===== config.mk =====
export PLATFORM = sky130hd
export DESIGN_NAME = exec_complete
export DESIGN_NICKNAME = d
export VERILOG_FILES = /design/src/design/fu_pkg.sv /design/src/design/cdb_pkg.sv /design/src/design/fu_result_if.sv /design/src/design/exec_complete.sv /design/src/design/complete_arbiter.sv /design/src/design/mult_lane.sv /design/src/design/alu_lane.sv
export SDC_FILE = /design/constraint.sdc
export NUM_CORES = 2
export LEC_CHECK = 0
export BUFFER_PORTS_ARGS = -buffer_cell sky130_fd_sc_hd__buf_2
export CORE_ASPECT_RATIO = 2
export CORE_MARGIN = 5
export CORE_UTILIZATION = 35
export DETAILED_ROUTE_END_ITERATION = 16
export GPL_TIMING_DRIVEN = 0
export SYNTH_ARGS = -nofsm -noshare
export SYNTH_HDL_FRONTEND = slang
export SYNTH_HIERARCHICAL = 1
export SYNTH_SLANG_ARGS = --single-unit

===== constraint.sdc =====
create_clock -name clock -period 5.9 [get_ports clock]
set_clock_uncertainty 0.15 [all_clocks]
set_input_delay 0.295 -clock clock [delete_from_list [all_inputs] [get_ports clock]]
set_output_delay 0.295 -clock clock [all_outputs]
set_load 0.01 [all_outputs]

===== src/design/fu_pkg.sv =====
// data word is fixed at 64 bits; only six alu operations are defined, other codes run as add
package fu_pkg;

  //////////////////////////////
  // data word
  //////////////////////////////

  // operand and result width
  localparam int word_width = 64;

  // one operand or one result
  typedef logic [word_width-1:0] word_t;

  //////////////////////////////
  // alu operations
  //////////////////////////////

  // 3-bit opcode, codes 6 and 7 unused
  typedef enum logic [2:0] {
    alu_add   = 3'd0,
    alu_sub   = 3'd1,
    alu_and   = 3'd2,
    alu_or    = 3'd3,
    alu_xor   = 3'd4,
    // 1 when equal, 0 otherwise
    alu_cmpeq = 3'd5
  } alu_op_t;

  //////////////////////////////
  // multiplier
  //////////////////////////////

  // multiplier bits retired per cycle
  // must divide word_width, 8 gives an 8-cycle multiply
  localparam int mult_bits_default = 8;

endpackage

===== src/design/cdb_pkg.sv =====
// result bus carries a 6-bit physical tag and one 64-bit word; only two lanes exist
package cdb_pkg;

  // word_t comes from the functional unit package
  import fu_pkg::*;

  //////////////////////////////
  // tags and lanes
  //////////////////////////////

  // physical register tag width
  localparam int tag_width = 6;

  typedef logic [tag_width-1:0] tag_t;

  // lane index, one bit for two lanes
  typedef enum logic [0:0] {
    lane_alu  = 1'b0,
    lane_mult = 1'b1
  } lane_t;

  //////////////////////////////
  // bus result
  //////////////////////////////

  // tag in the upper 6 bits, value below
  typedef struct packed {
    tag_t  tag;
    word_t value;
  } cdb_result_t;

endpackage


===== src/design/fu_result_if.sv =====
// grant may only be high while valid is high; the slot empties on the edge where grant is high
interface fu_result_if import fu_pkg::*, cdb_pkg::*; ();

  //////////////////////////////
  // held result
  //////////////////////////////

  // slot holds a finished result
  logic  valid;
  // destination physical register
  tag_t  tag;
  // result word
  word_t value;

  //////////////////////////////
  // completion grant
  //////////////////////////////

  // arbiter picks this slot this cycle
  logic  grant;

  // lane side owns the slot contents
  modport lane (
    output valid,
    output tag,
    output value,
    input  grant
  );

  // arbiter side only returns the grant
  modport arbiter (
    input  valid,
    input  tag,
    input  value,
    output grant
  );

endinterface


===== src/design/exec_complete.sv =====
// execute-to-complete slice; each lane takes one four-phase request at a time, one bus result per cycle
module exec_complete import fu_pkg::*, cdb_pkg::*; #(
  // multiplier bits per cycle, must divide 64
  parameter int MULT_BITS = mult_bits_default
) (
  input  logic    clock,
  input  logic    reset,
  // alu issue port
  input  logic    alu_req,
  input  alu_op_t alu_op,
  input  word_t   alu_a,
  input  word_t   alu_b,
  input  tag_t    alu_tag,
  output logic    alu_ack,
  // multiplier issue port
  input  logic    mult_req,
  input  word_t   mult_a,
  input  word_t   mult_b,
  input  tag_t    mult_tag,
  output logic    mult_ack,
  // common data bus
  output logic    cdb_valid,
  output tag_t    cdb_tag,
  output word_t   cdb_value
);

  //////////////////////////////
  // lane result slots
  //////////////////////////////

  fu_result_if alu_res_if ();
  fu_result_if mult_res_if ();

  //////////////////////////////
  // execute lanes
  //////////////////////////////

  // single-cycle integer lane
  alu_lane u_alu_lane (
    .clock  (clock),
    .reset  (reset),
    .req    (alu_req),
    .op     (alu_op),
    .a      (alu_a),
    .b      (alu_b),
    .tag    (alu_tag),
    .ack    (alu_ack),
    .result (alu_res_if.lane)
  );

  // multi-cycle lane, latency 64/MULT_BITS
  mult_lane #(
    .MULT_BITS (MULT_BITS)
  ) u_mult_lane (
    .clock  (clock),
    .reset  (reset),
    .req    (mult_req),
    .a      (mult_a),
    .b      (mult_b),
    .tag    (mult_tag),
    .ack    (mult_ack),
    .result (mult_res_if.lane)
  );

  //////////////////////////////
  // completion
  //////////////////////////////

  // picks one slot, registers the bus
  complete_arbiter u_complete_arbiter (
    .clock     (clock),
    .reset     (reset),
    .alu_res   (alu_res_if.arbiter),
    .mult_res  (mult_res_if.arbiter),
    .cdb_valid (cdb_valid),
    .cdb_tag   (cdb_tag),
    .cdb_value (cdb_value)
  );

endmodule


===== src/design/complete_arbiter.sv =====
// fixed priority, multiplier first; an ungranted alu result waits in its slot, the bus never stalls
module complete_arbiter import fu_pkg::*, cdb_pkg::*; (
  input  logic  clock,
  input  logic  reset,
  // lane slots
  fu_result_if.arbiter alu_res,
  fu_result_if.arbiter mult_res,
  // common data bus
  output logic  cdb_valid,
  output tag_t  cdb_tag,
  output word_t cdb_value
);

  lane_t       sel_lane;
  cdb_result_t sel_result;
  // registered bus payload
  cdb_result_t cdb_q;
  logic        any_valid;

  //////////////////////////////
  // grant
  //////////////////////////////

  // multiplier wins any tie
  assign mult_res.grant = mult_res.valid;
  assign alu_res.grant  = alu_res.valid && !mult_res.valid;

  assign any_valid = alu_res.valid || mult_res.valid;
  assign sel_lane  = mult_res.valid ? lane_mult : lane_alu;

  // result of the granted lane
  always_comb begin
    case (sel_lane)
      lane_mult: sel_result = '{tag: mult_res.tag, value: mult_res.value};
      default:   sel_result = '{tag: alu_res.tag, value: alu_res.value};
    endcase
  end

  //////////////////////////////
  // bus register
  //////////////////////////////

  // one bus cycle per grant
  always_ff @(posedge clock) begin
    if (reset) begin
      cdb_valid <= 1'b0;
    end else begin
      cdb_valid <= any_valid;
    end
  end

  // payload only loads on a grant
  always_ff @(posedge clock) begin
    if (any_valid) begin
      cdb_q <= sel_result;
    end
  end

  assign cdb_tag   = cdb_q.tag;
  assign cdb_value = cdb_q.value;

  //////////////////////////////
  // checks
  //////////////////////////////

  // at most one grant, never to an empty slot
  grant_legal: assert property (
    @(posedge clock) disable iff (reset)
    $onehot0({alu_res.grant, mult_res.grant})
      && (!alu_res.grant || alu_res.valid)
      && (!mult_res.grant || mult_res.valid)
  ) else $error("complete_arbiter: illegal grant pattern");

endmodule


===== src/design/mult_lane.sv =====
// iterative multiplier, one operation in flight, low 64 product bits only; MULT_BITS must divide 64
module mult_lane import fu_pkg::*, cdb_pkg::*; #(
  // multiplier bits consumed per cycle
  parameter int MULT_BITS = mult_bits_default
) (
  input  logic  clock,
  input  logic  reset,
  // four-phase issue port
  input  logic  req,
  input  word_t a,
  input  word_t b,
  input  tag_t  tag,
  output logic  ack,
  // holding slot toward the arbiter
  fu_result_if.lane result
);

  // cycles per multiply
  localparam int num_steps = word_width / MULT_BITS;
  // counter needs at least one bit
  localparam int cnt_width = (num_steps > 1) ? $clog2(num_steps) : 1;
  localparam logic [cnt_width-1:0] last_step = cnt_width'(num_steps - 1);

  // elaboration guard on the step size
  if (word_width % MULT_BITS != 0) begin : g_bad_mult_bits
    $error("mult_lane: MULT_BITS must divide the word width");
  end

  logic                 busy;
  logic [cnt_width-1:0] step_cnt;
  // shifted multiplicand
  word_t                mcand;
  // multiplier bits not yet consumed
  word_t                mplier;
  // running low product
  word_t                acc;
  word_t                partial;
  word_t                next_acc;
  // tag waits here during the multiply
  tag_t                 tag_q;
  logic                 capture;
  logic                 last;

  //////////////////////////////
  // issue and step control
  //////////////////////////////

  // idle only when not busy, slot empty, ack low
  assign capture = req && !ack && !busy && !result.valid;
  // final step of the current multiply
  assign last    = busy && (step_cnt == last_step);

  // one MULT_BITS-wide digit per cycle, truncated to 64 bits
  assign partial  = mcand * word_t'(mplier[MULT_BITS-1:0]);
  assign next_acc = acc + partial;

  always_ff @(posedge clock) begin
    if (reset) begin
      ack          <= 1'b0;
      busy         <= 1'b0;
      step_cnt     <= '0;
      result.valid <= 1'b0;
    end else begin
      // four-phase ack
      if (capture) begin
        ack <= 1'b1;
      end else if (ack && !req) begin
        ack <= 1'b0;
      end
      // busy for exactly num_steps cycles
      if (capture) begin
        busy     <= 1'b1;
        step_cnt <= '0;
      end else if (last) begin
        busy <= 1'b0;
      end else if (busy) begin
        step_cnt <= step_cnt + 1'b1;
      end
      // done condition fills the slot
      if (last) begin
        result.valid <= 1'b1;
      end else if (result.grant) begin
        result.valid <= 1'b0;
      end
    end
  end

  //////////////////////////////
  // shift-and-add datapath
  //////////////////////////////

  always_ff @(posedge clock) begin
    if (capture) begin
      mcand  <= a;
      mplier <= b;
      acc    <= '0;
      tag_q  <= tag;
    end else if (busy) begin
      mcand  <= mcand << MULT_BITS;
      mplier <= mplier >> MULT_BITS;
      acc    <= next_acc;
    end
    // slot is always empty while busy, so no stall here
    if (last) begin
      result.value <= next_acc;
      result.tag   <= tag_q;
    end
  end

  //////////////////////////////
  // checks
  //////////////////////////////

  // a new operation only starts from a fully idle lane
  capture_when_idle: assert property (
    @(posedge clock) disable iff (reset)
    $rose(ack) |-> $past(!busy && !result.valid)
  ) else $error("mult_lane: operands captured while busy or slot full");

endmodule


===== src/design/alu_lane.sv =====
// single-cycle alu; one held result at a time, a full slot withholds ack; unused opcodes run as add
module alu_lane import fu_pkg::*, cdb_pkg::*; (
  input  logic    clock,
  input  logic    reset,
  // four-phase issue port
  input  logic    req,
  input  alu_op_t op,
  input  word_t   a,
  input  word_t   b,
  input  tag_t    tag,
  output logic    ack,
  // holding slot toward the arbiter
  fu_result_if.lane result
);

  // combinational alu output
  word_t alu_out;
  // accept this edge
  logic  accept;

  //////////////////////////////
  // issue handshake
  //////////////////////////////

  // idle means slot empty and ack low
  // a full slot holds ack back, that is the back-pressure
  assign accept = req && !ack && !result.valid;

  //////////////////////////////
  // alu datapath
  //////////////////////////////

  always_comb begin
    case (op)
      alu_add:   alu_out = a + b;
      // wraps modulo 2^64
      alu_sub:   alu_out = a - b;
      alu_and:   alu_out = a & b;
      alu_or:    alu_out = a | b;
      alu_xor:   alu_out = a ^ b;
      // zero-extended compare flag
      alu_cmpeq: alu_out = word_t'(a == b);
      // codes 6 and 7
      default:   alu_out = a + b;
    endcase
  end

  //////////////////////////////
  // control state
  //////////////////////////////

  always_ff @(posedge clock) begin
    if (reset) begin
      ack          <= 1'b0;
      result.valid <= 1'b0;
    end else begin
      // ack rises on accept, falls on first req low
      if (accept) begin
        ack <= 1'b1;
      end else if (ack && !req) begin
        ack <= 1'b0;
      end
      // slot fills with ack, empties on grant
      if (accept) begin
        result.valid <= 1'b1;
      end else if (result.grant) begin
        result.valid <= 1'b0;
      end
    end
  end

  // result and tag captured at the ack-rising edge
  always_ff @(posedge clock) begin
    if (accept) begin
      result.tag   <= tag;
      result.value <= alu_out;
    end
  end

  //////////////////////////////
  // checks
  //////////////////////////////

  // ack only rises after req was seen high
  ack_follows_req: assert property (
    @(posedge clock) disable iff (reset)
    $rose(ack) |-> $past(req)
  ) else $error("alu_lane: ack rose while req was low");

  // held result does not move until the arbiter takes it
  held_result_stable: assert property (
    @(posedge clock) disable iff (reset)
    result.valid && !result.grant |=> $stable(result.tag) && $stable(result.value)
  ) else $error("alu_lane: held result changed before grant");

endmodule


-- Word-level counts from Yosys, hierarchy flattened
Cells that the tools add are included.
- register bits after elaboration: 417
- bits of input ports: 275
- logic and storage cells: 73
- add/sub/neg operators: 4
- $mul: 1
- equal/unequal tests: 7
- multiplexer cells: 16
- bitwise logic cells: 4
- reduce and logical (&&, ||, !) cells: 24
- operators by type and width (kind ; number):
    64-bit one-hot mux with 5 select lines ; 1
    64-bit 2-to-1 mux ; 4
    64-bit adder ; 2
    70-bit 2-to-1 mux ; 1
    64-bit bitwise AND ; 1
    64-bit equality test ; 1
    64-bit by 8-bit multiplier with 64-bit output ; 1
    64-bit bitwise OR ; 1
    64-bit subtractor ; 1
    64-bit bitwise XOR ; 1
    1-bit 2-to-1 mux ; 10
    2-bit nonzero test ; 5
    3-bit equality test, second input constant ; 3
    1-bit logical AND ; 9
    1-bit logical NOT ; 7
    3-bit by 2-bit equality test with 1-bit output, second input constant ; 2
    3-bit by 1-bit adder with 3-bit output, second input constant ; 1
    3-bit by 1-bit equality test with 1-bit output, second input constant ; 1
    2-bit AND reduction ; 1
    2-bit OR reduction ; 1
    1-bit logical OR ; 1
    1-bit inverter ; 1

-- Depth between registers and ports, before layout
- depth after elaboration: 5
- mapped depth: 23
- depth with buffers taken out: 21

-- Cells and area by module
Netlist, hierarchy kept.
- by module, submodules not included (module ; times used ; cells an instance ; area an instance (µm²) ; seq. area each (µm²)):
    mult_lane ; 1 ; 2744 ; 26365.3 ; 7527.2
    alu_lane ; 1 ; 1985 ; 14063.5 ; 2142.1
    complete_arbiter ; 1 ; 153 ; 3338.2 ; 2122.0

-- Worst setup path after synthesis
Ideal clock, no wire load.
- path type: reg2reg
- start point: register u_alu_lane.ack
- end point: register u_alu_lane.result.tag[0] (enable)
- setup time: 0.601 ns
- data arrival time: 5.529 ns
- slack: -0.380 ns
- cell stages (with the launch flop): 2
- buffers on the path: 0
- clock period less this slack: 6.280 ns
- cells stage by stage: dfxtp_1 > nor3b_1
- longest elaborated chain between the ends: 3
- RTL lines (item ; RTL line ; source):
    from (decl) ; alu_lane.sv:11 ; output logic ack,
    from (signal assigned) ; alu_lane.sv:54 ; ack <= 1'b0;
    from (signal assigned) ; alu_lane.sv:59 ; ack <= 1'b1;
    from (signal assigned) ; alu_lane.sv:61 ; ack <= 1'b0;
    1-bit logical NOT ; alu_lane.sv:27 ; assign accept = req && !ack && !result.valid;
    1-bit logical AND (2 in series) ; alu_lane.sv:27 ;
    via u_alu_lane.accept ; alu_lane.sv:19 ; logic accept;
    to (decl) ; fu_result_if.sv:25 ; output tag,
The timed path passes the listed nets, and every way through them passes these cells.
A chain may end at the register's enable or synchronous reset.

-- Worst setup path in the final report
- start point: register u_mult_lane.mplier[6]
- end point: register u_mult_lane.acc[56]
- longest elaborated chain between the ends: 2
- RTL lines (item ; RTL line ; source):
    from (decl) ; mult_lane.sv:34 ; word_t mplier;
    from (signal assigned) ; mult_lane.sv:100 ; mplier <= mplier >> MULT_BITS;
    64-bit by 8-bit multiplier with 64-bit output ; mult_lane.sv:54 ; assign partial = mcand * word_t'(mplier[MULT_BITS-1:0]);
    64-bit adder ; mult_lane.sv:55 ; assign next_acc = acc + partial;
    via u_mult_lane.next_acc[56] ; mult_lane.sv:38 ; word_t next_acc;
    to (signal assigned) ; mult_lane.sv:101 ; acc <= next_acc;
    to (decl) ; mult_lane.sv:36 ; word_t acc;
The timed path passes the listed nets, and every way through them passes these cells.

==> tab_implementation.tex <==
\begin{tabular}{lr}
\hline
Metric & Value \\
\hline
\multicolumn{2}{l}{\textbf{Setup path}} \\
Worst-path cell chain & buf\_8, buf\_8, and2\_1, fa\_1, fa\_1, fa\_1, inv\_1, fa\_1, inv\_2, ha\_4, buf\_4, buf\_6, and2\_4, a221o\_1, inv\_2, a2111oi\_4, nor3\_4, a31oi\_4, buf\_12, a311oi\_4, xnor2\_2, a22o\_1 \\
CP max-delay cell & sky130\_fd\_sc\_hd\_\_edfxtp\_1 \\
CP endpoint kind & flop \\
RR Endpoint & u\_mult\_lane/acc[56]\$\_SDFFE\_PP0P\_ \\
Data required time of the critical path & 6.23 ns \\
Startpoint of the lowest-slack register-to-register path & u\_mult\_lane/mplier[6]\$\_DFFE\_PP\_ \\
Category of the critical setup timing path & flop to flop \\
Maximum fanout count along the critical path & 5 \\
Maximum single-stage delay on the critical path & 0.56 ns \\
Cell count of the worst reg-to-reg path & 22 \\
R2R Setup Slk & -0.22 ns \\
Arr. time, crit path & 6.45 ns \\
Crit path top cell by count & sky130\_fd\_sc\_hd\_\_fa\_1 \\
Kind of launch point of the worst setup path & flop \\
\multicolumn{2}{l}{\textbf{STA}} \\
Max Fclk & 0.1635 GHz \\
Relative slew slack & -0.05838 \\
Final hold violations & 0 \\
Worst Hold Margin & 0.1730 ns \\
Count of final setup violators & 21 \\
RSZ-0062 raised after global routing & yes \\
Number of max-slew violations in the final report & 4 \\
Slew at the pin closest to its max-slew limit & 1.578 ns \\
Minimum clock period after layout & 6.116 ns \\
Tcrit/Tclk final & 1.037 \\
Setup slack after layout & -0.2159 ns \\
\multicolumn{2}{l}{\textbf{Detailed routing}} \\
Routed Wire Length & 193200 um \\
Wire length the detailed router placed on met1 & 63170 um \\
Total via count after detailed routing & 39350 \\
DRC violation total after the first TritonRoute iteration & 2708 \\
Met3 wire length & 10080 um \\
Antenna-violating nets left & 0 \\
Total DRC errors in the routed layout & 0 \\
Met2 wire length & 99410 um \\
DR WL/cell & 26.81 um \\
Highest metal layer with signal wires & met5 \\
Via density per instance & 5.460 \\
Number of iterations in the first detailed-routing pass & 6 \\
\multicolumn{2}{l}{\textbf{Clock network}} \\
Clock latency on the worst-skew pair & 0.61 ns \\
Reg clk slew, reported paths & 0.07 ns \\
Max H-tree Level & 2 \\
Number of buffers added by the clock tree synthesis step & 40 \\
Clock tree from TritonCTS & done \\
Clock Tree Buf Depth & 3 \\
Root Buffer & sky130\_fd\_sc\_hd\_\_clkbuf\_16 \\
Clock sinks & 417 \\
\multicolumn{2}{l}{\textbf{Floorplan}} \\
Horiz. Die Dim & 260.1 um \\
Placement row count & 183 \\
I/O pin cnt & 348 \\
Initial core utilization & 0.3520 \\
Die area & 132700 um2 \\
Core region area & 124300 um2 \\
Floorplan die height & 510.1 um \\
\multicolumn{2}{l}{\textbf{Synthesis}} \\
Count of synthesis-stage warnings from yosys & 6 \\
Share of flip-flops with an asynchronous set or reset after synthesis & 0 \\
Synthesized flop and latch total & 417 \\
Sequential-to-total area share from yosys stat & 0.2694 \\
Area leader, netlist & sky130\_fd\_sc\_hd\_\_edfxtp\_1 \\
Most frequently used flop master after synthesis & sky130\_fd\_sc\_hd\_\_edfxtp\_1 \\
Top cells by area, synth & sky130\_fd\_sc\_hd\_\_edfxtp\_1, sky130\_fd\_sc\_hd\_\_fa\_1, sky130\_fd\_sc\_hd\_\_ha\_1 \\
Number of distinct library cells after synthesis & 108 \\
Number of enable flip-flop cells after synthesis & 344 \\
Post-synth design cell area & 43770 um2 \\
Cell types with the highest counts after synthesis & sky130\_fd\_sc\_hd\_\_nand2\_1, sky130\_fd\_sc\_hd\_\_inv\_1, sky130\_fd\_sc\_hd\_\_fa\_1, sky130\_fd\_sc\_hd\_\_and2\_1, sky130\_fd\_sc\_hd\_\_edfxtp\_1 \\
Post-synthesis cell count & 4882 \\
Proportion of netlist area held by the largest area contributor & 0.2360 \\
Mapped Nets & 5836 \\
Most instantiated library cell after synthesis & sky130\_fd\_sc\_hd\_\_nand2\_1 \\
Post-synthesis average cell area & 8.965 um2 \\
\multicolumn{2}{l}{\textbf{GRT}} \\
GRT Total Usage & 0.2813 \\
Remaining global-route overflow & 0 \\
Antenna violations before repair & 13 \\
Via count of the first global-routing pass & 41110 \\
Wire length of the first global-routing pass & 273600 um \\
Maximum number of pins on one net before global-route repair & 107 \\
\multicolumn{2}{l}{\textbf{Status}} \\
Status & finished with violations \\
Violations in the final reports & max-capacitance violations, max-slew violations, negative setup slack \\
\multicolumn{2}{l}{\textbf{Worst hold path}} \\
Hold Path Depth & 4 \\
Endpoint of the worst hold-timing path & u\_alu\_lane/result.value[1]\$\_DFFE\_PP\_ \\
Worst Hold Class & input port to flop \\
Hold Path Origin & alu\_b[1] \\
\multicolumn{2}{l}{\textbf{Layout}} \\
Share of final-layout standard cells stronger than drive strength 1 & 0.1678 \\
Synthesis-to-finish area growth & 22.27\% \\
Total number of nets in the final design & 6457 \\
Fraction of the core area covered by cells at the end of the flow & 0.4304 \\
\multicolumn{2}{l}{\textbf{Placement}} \\
Number of buffers added on ports & 347 \\
Weighted congestion at the end of routability-driven global placement & 1.011 \\
Dpl hpwl & 155400 um \\
\multicolumn{2}{l}{\textbf{Run}} \\
Number of max-capacitance violations reported & 2 \\
\hline
\end{tabular}
[worst max path at each step]
stage	from	endpoint	slack, ns	depth (start not counted)
after floorplan	u_mult_lane/mplier[0]$_DFFE_PP_	u_mult_lane/result.value[49]$_DFFE_PP_	0.11	21
after global placement	u_mult_lane/mplier[4]$_DFFE_PP_	u_mult_lane/acc[51]$_SDFFE_PP0P_	-2.41	21
after detailed placement	u_mult_lane/mplier[4]$_DFFE_PP_	u_mult_lane/acc[51]$_SDFFE_PP0P_	-2.30	21
after CTS	u_mult_lane/mplier[6]$_DFFE_PP_	u_mult_lane/acc[56]$_SDFFE_PP0P_	-0.27	21
after global routing	u_mult_lane/mplier[5]$_DFFE_PP_	u_mult_lane/acc[60]$_SDFFE_PP0P_	-0.29	23
final	u_mult_lane/mplier[6]$_DFFE_PP_	u_mult_lane/acc[56]$_SDFFE_PP0P_	-0.22	22
[worst max-delay path, delay by kind of cell (launching register included)]
kind            cells  cell delay [ns]
fa+ha+maj           5             2.19
simple gates        3             0.74
compound gates      5             1.17
flops               1             0.56
xor+xnor            1             0.14
buf+inv             8             1.04
[routing by layer]
metal  vias up  track usage
li1      17470            -
met1     19320       0.2830
met2      1850       0.5182
met3       711      0.02832
met4         2       0.2329
met5         -            0
[registers in the layout (all words and copies together), names as in the netlist, 64 cells and up]
register / flops
u_alu_lane/result.value: 64
u_complete_arbiter/cdb_value: 64
u_mult_lane/acc: 64
u_mult_lane/mcand: 64
u_mult_lane/mplier: 64
u_mult_lane/result.value: 64
[cells by family after synthesis]
family                   after synthesis  synth area share
adder cells (fa/ha/maj)              679            0.2648
AO/OA/AOI/OAI                       1040            0.1563
buffers and inverters                940           0.08628
multiplexers                          83           0.02687
flip-flops                           417            0.2694
XOR/XNOR                             127           0.02541
AND/OR/NAND/NOR                     1596            0.1710
[layout by cell type (no fill, tap or decap), drive strengths merged, types with 206 or more instances in the layout]
cell    instances
ha            267
nand2         742
inv           700
buf           534
edfxtp        344
a21oi         318
and2          364
nor2          243
o21ai         206
fa            412
[stage by stage]
| stage | instances | setup WS (ns) | TNS [ns] | instance area (um2) |
|---|---|---|---|---|
| after floorplan | 4882 | 0.1097 | 0 | 43770 |
| after global placement | 6894 | -2.407 | -144.21 | 47590 |
| after detailed placement | 6902 | -2.301 | -134.96 | 47770 |
| after CTS | 7158 | -0.2743 | -2.427 | 52370 |
| after global routing | 7201 | -0.2920 | -4.811 | 53500 |
| final | 7207 | -0.2159 | -2.076 | 53510 |
[layout make-up]
cell class / count / area (um2)
Sequential cell: 417 / 11790
Buffer: 224 / 1590
Timing Repair Buffer: 598 / 4329
Multi-Input combinational cell: 3525 / 29710
Tap cell: 1665 / 2083
Clock buffer: 47 / 1091
Inverter: 697 / 2616
Clock inverter: 27 / 286.5
Fill cell: 12290 / 70820
Antenna cell: 7 / 17.52
[what timing repair did]
action | CTS | global route
endpoints found under the hold margin | 149 | 0
cloned | 1 | 5
buffers inserted | 52 | 46
gates resized for setup | 300 | 177
setup endpoints to repair | 111 | 55
hold buffers | 145 | 0
pin swaps | 41 | 73
Power is not shown: default switching activity piles up to over one toggle a cycle in this logic, so the estimate is an artifact.
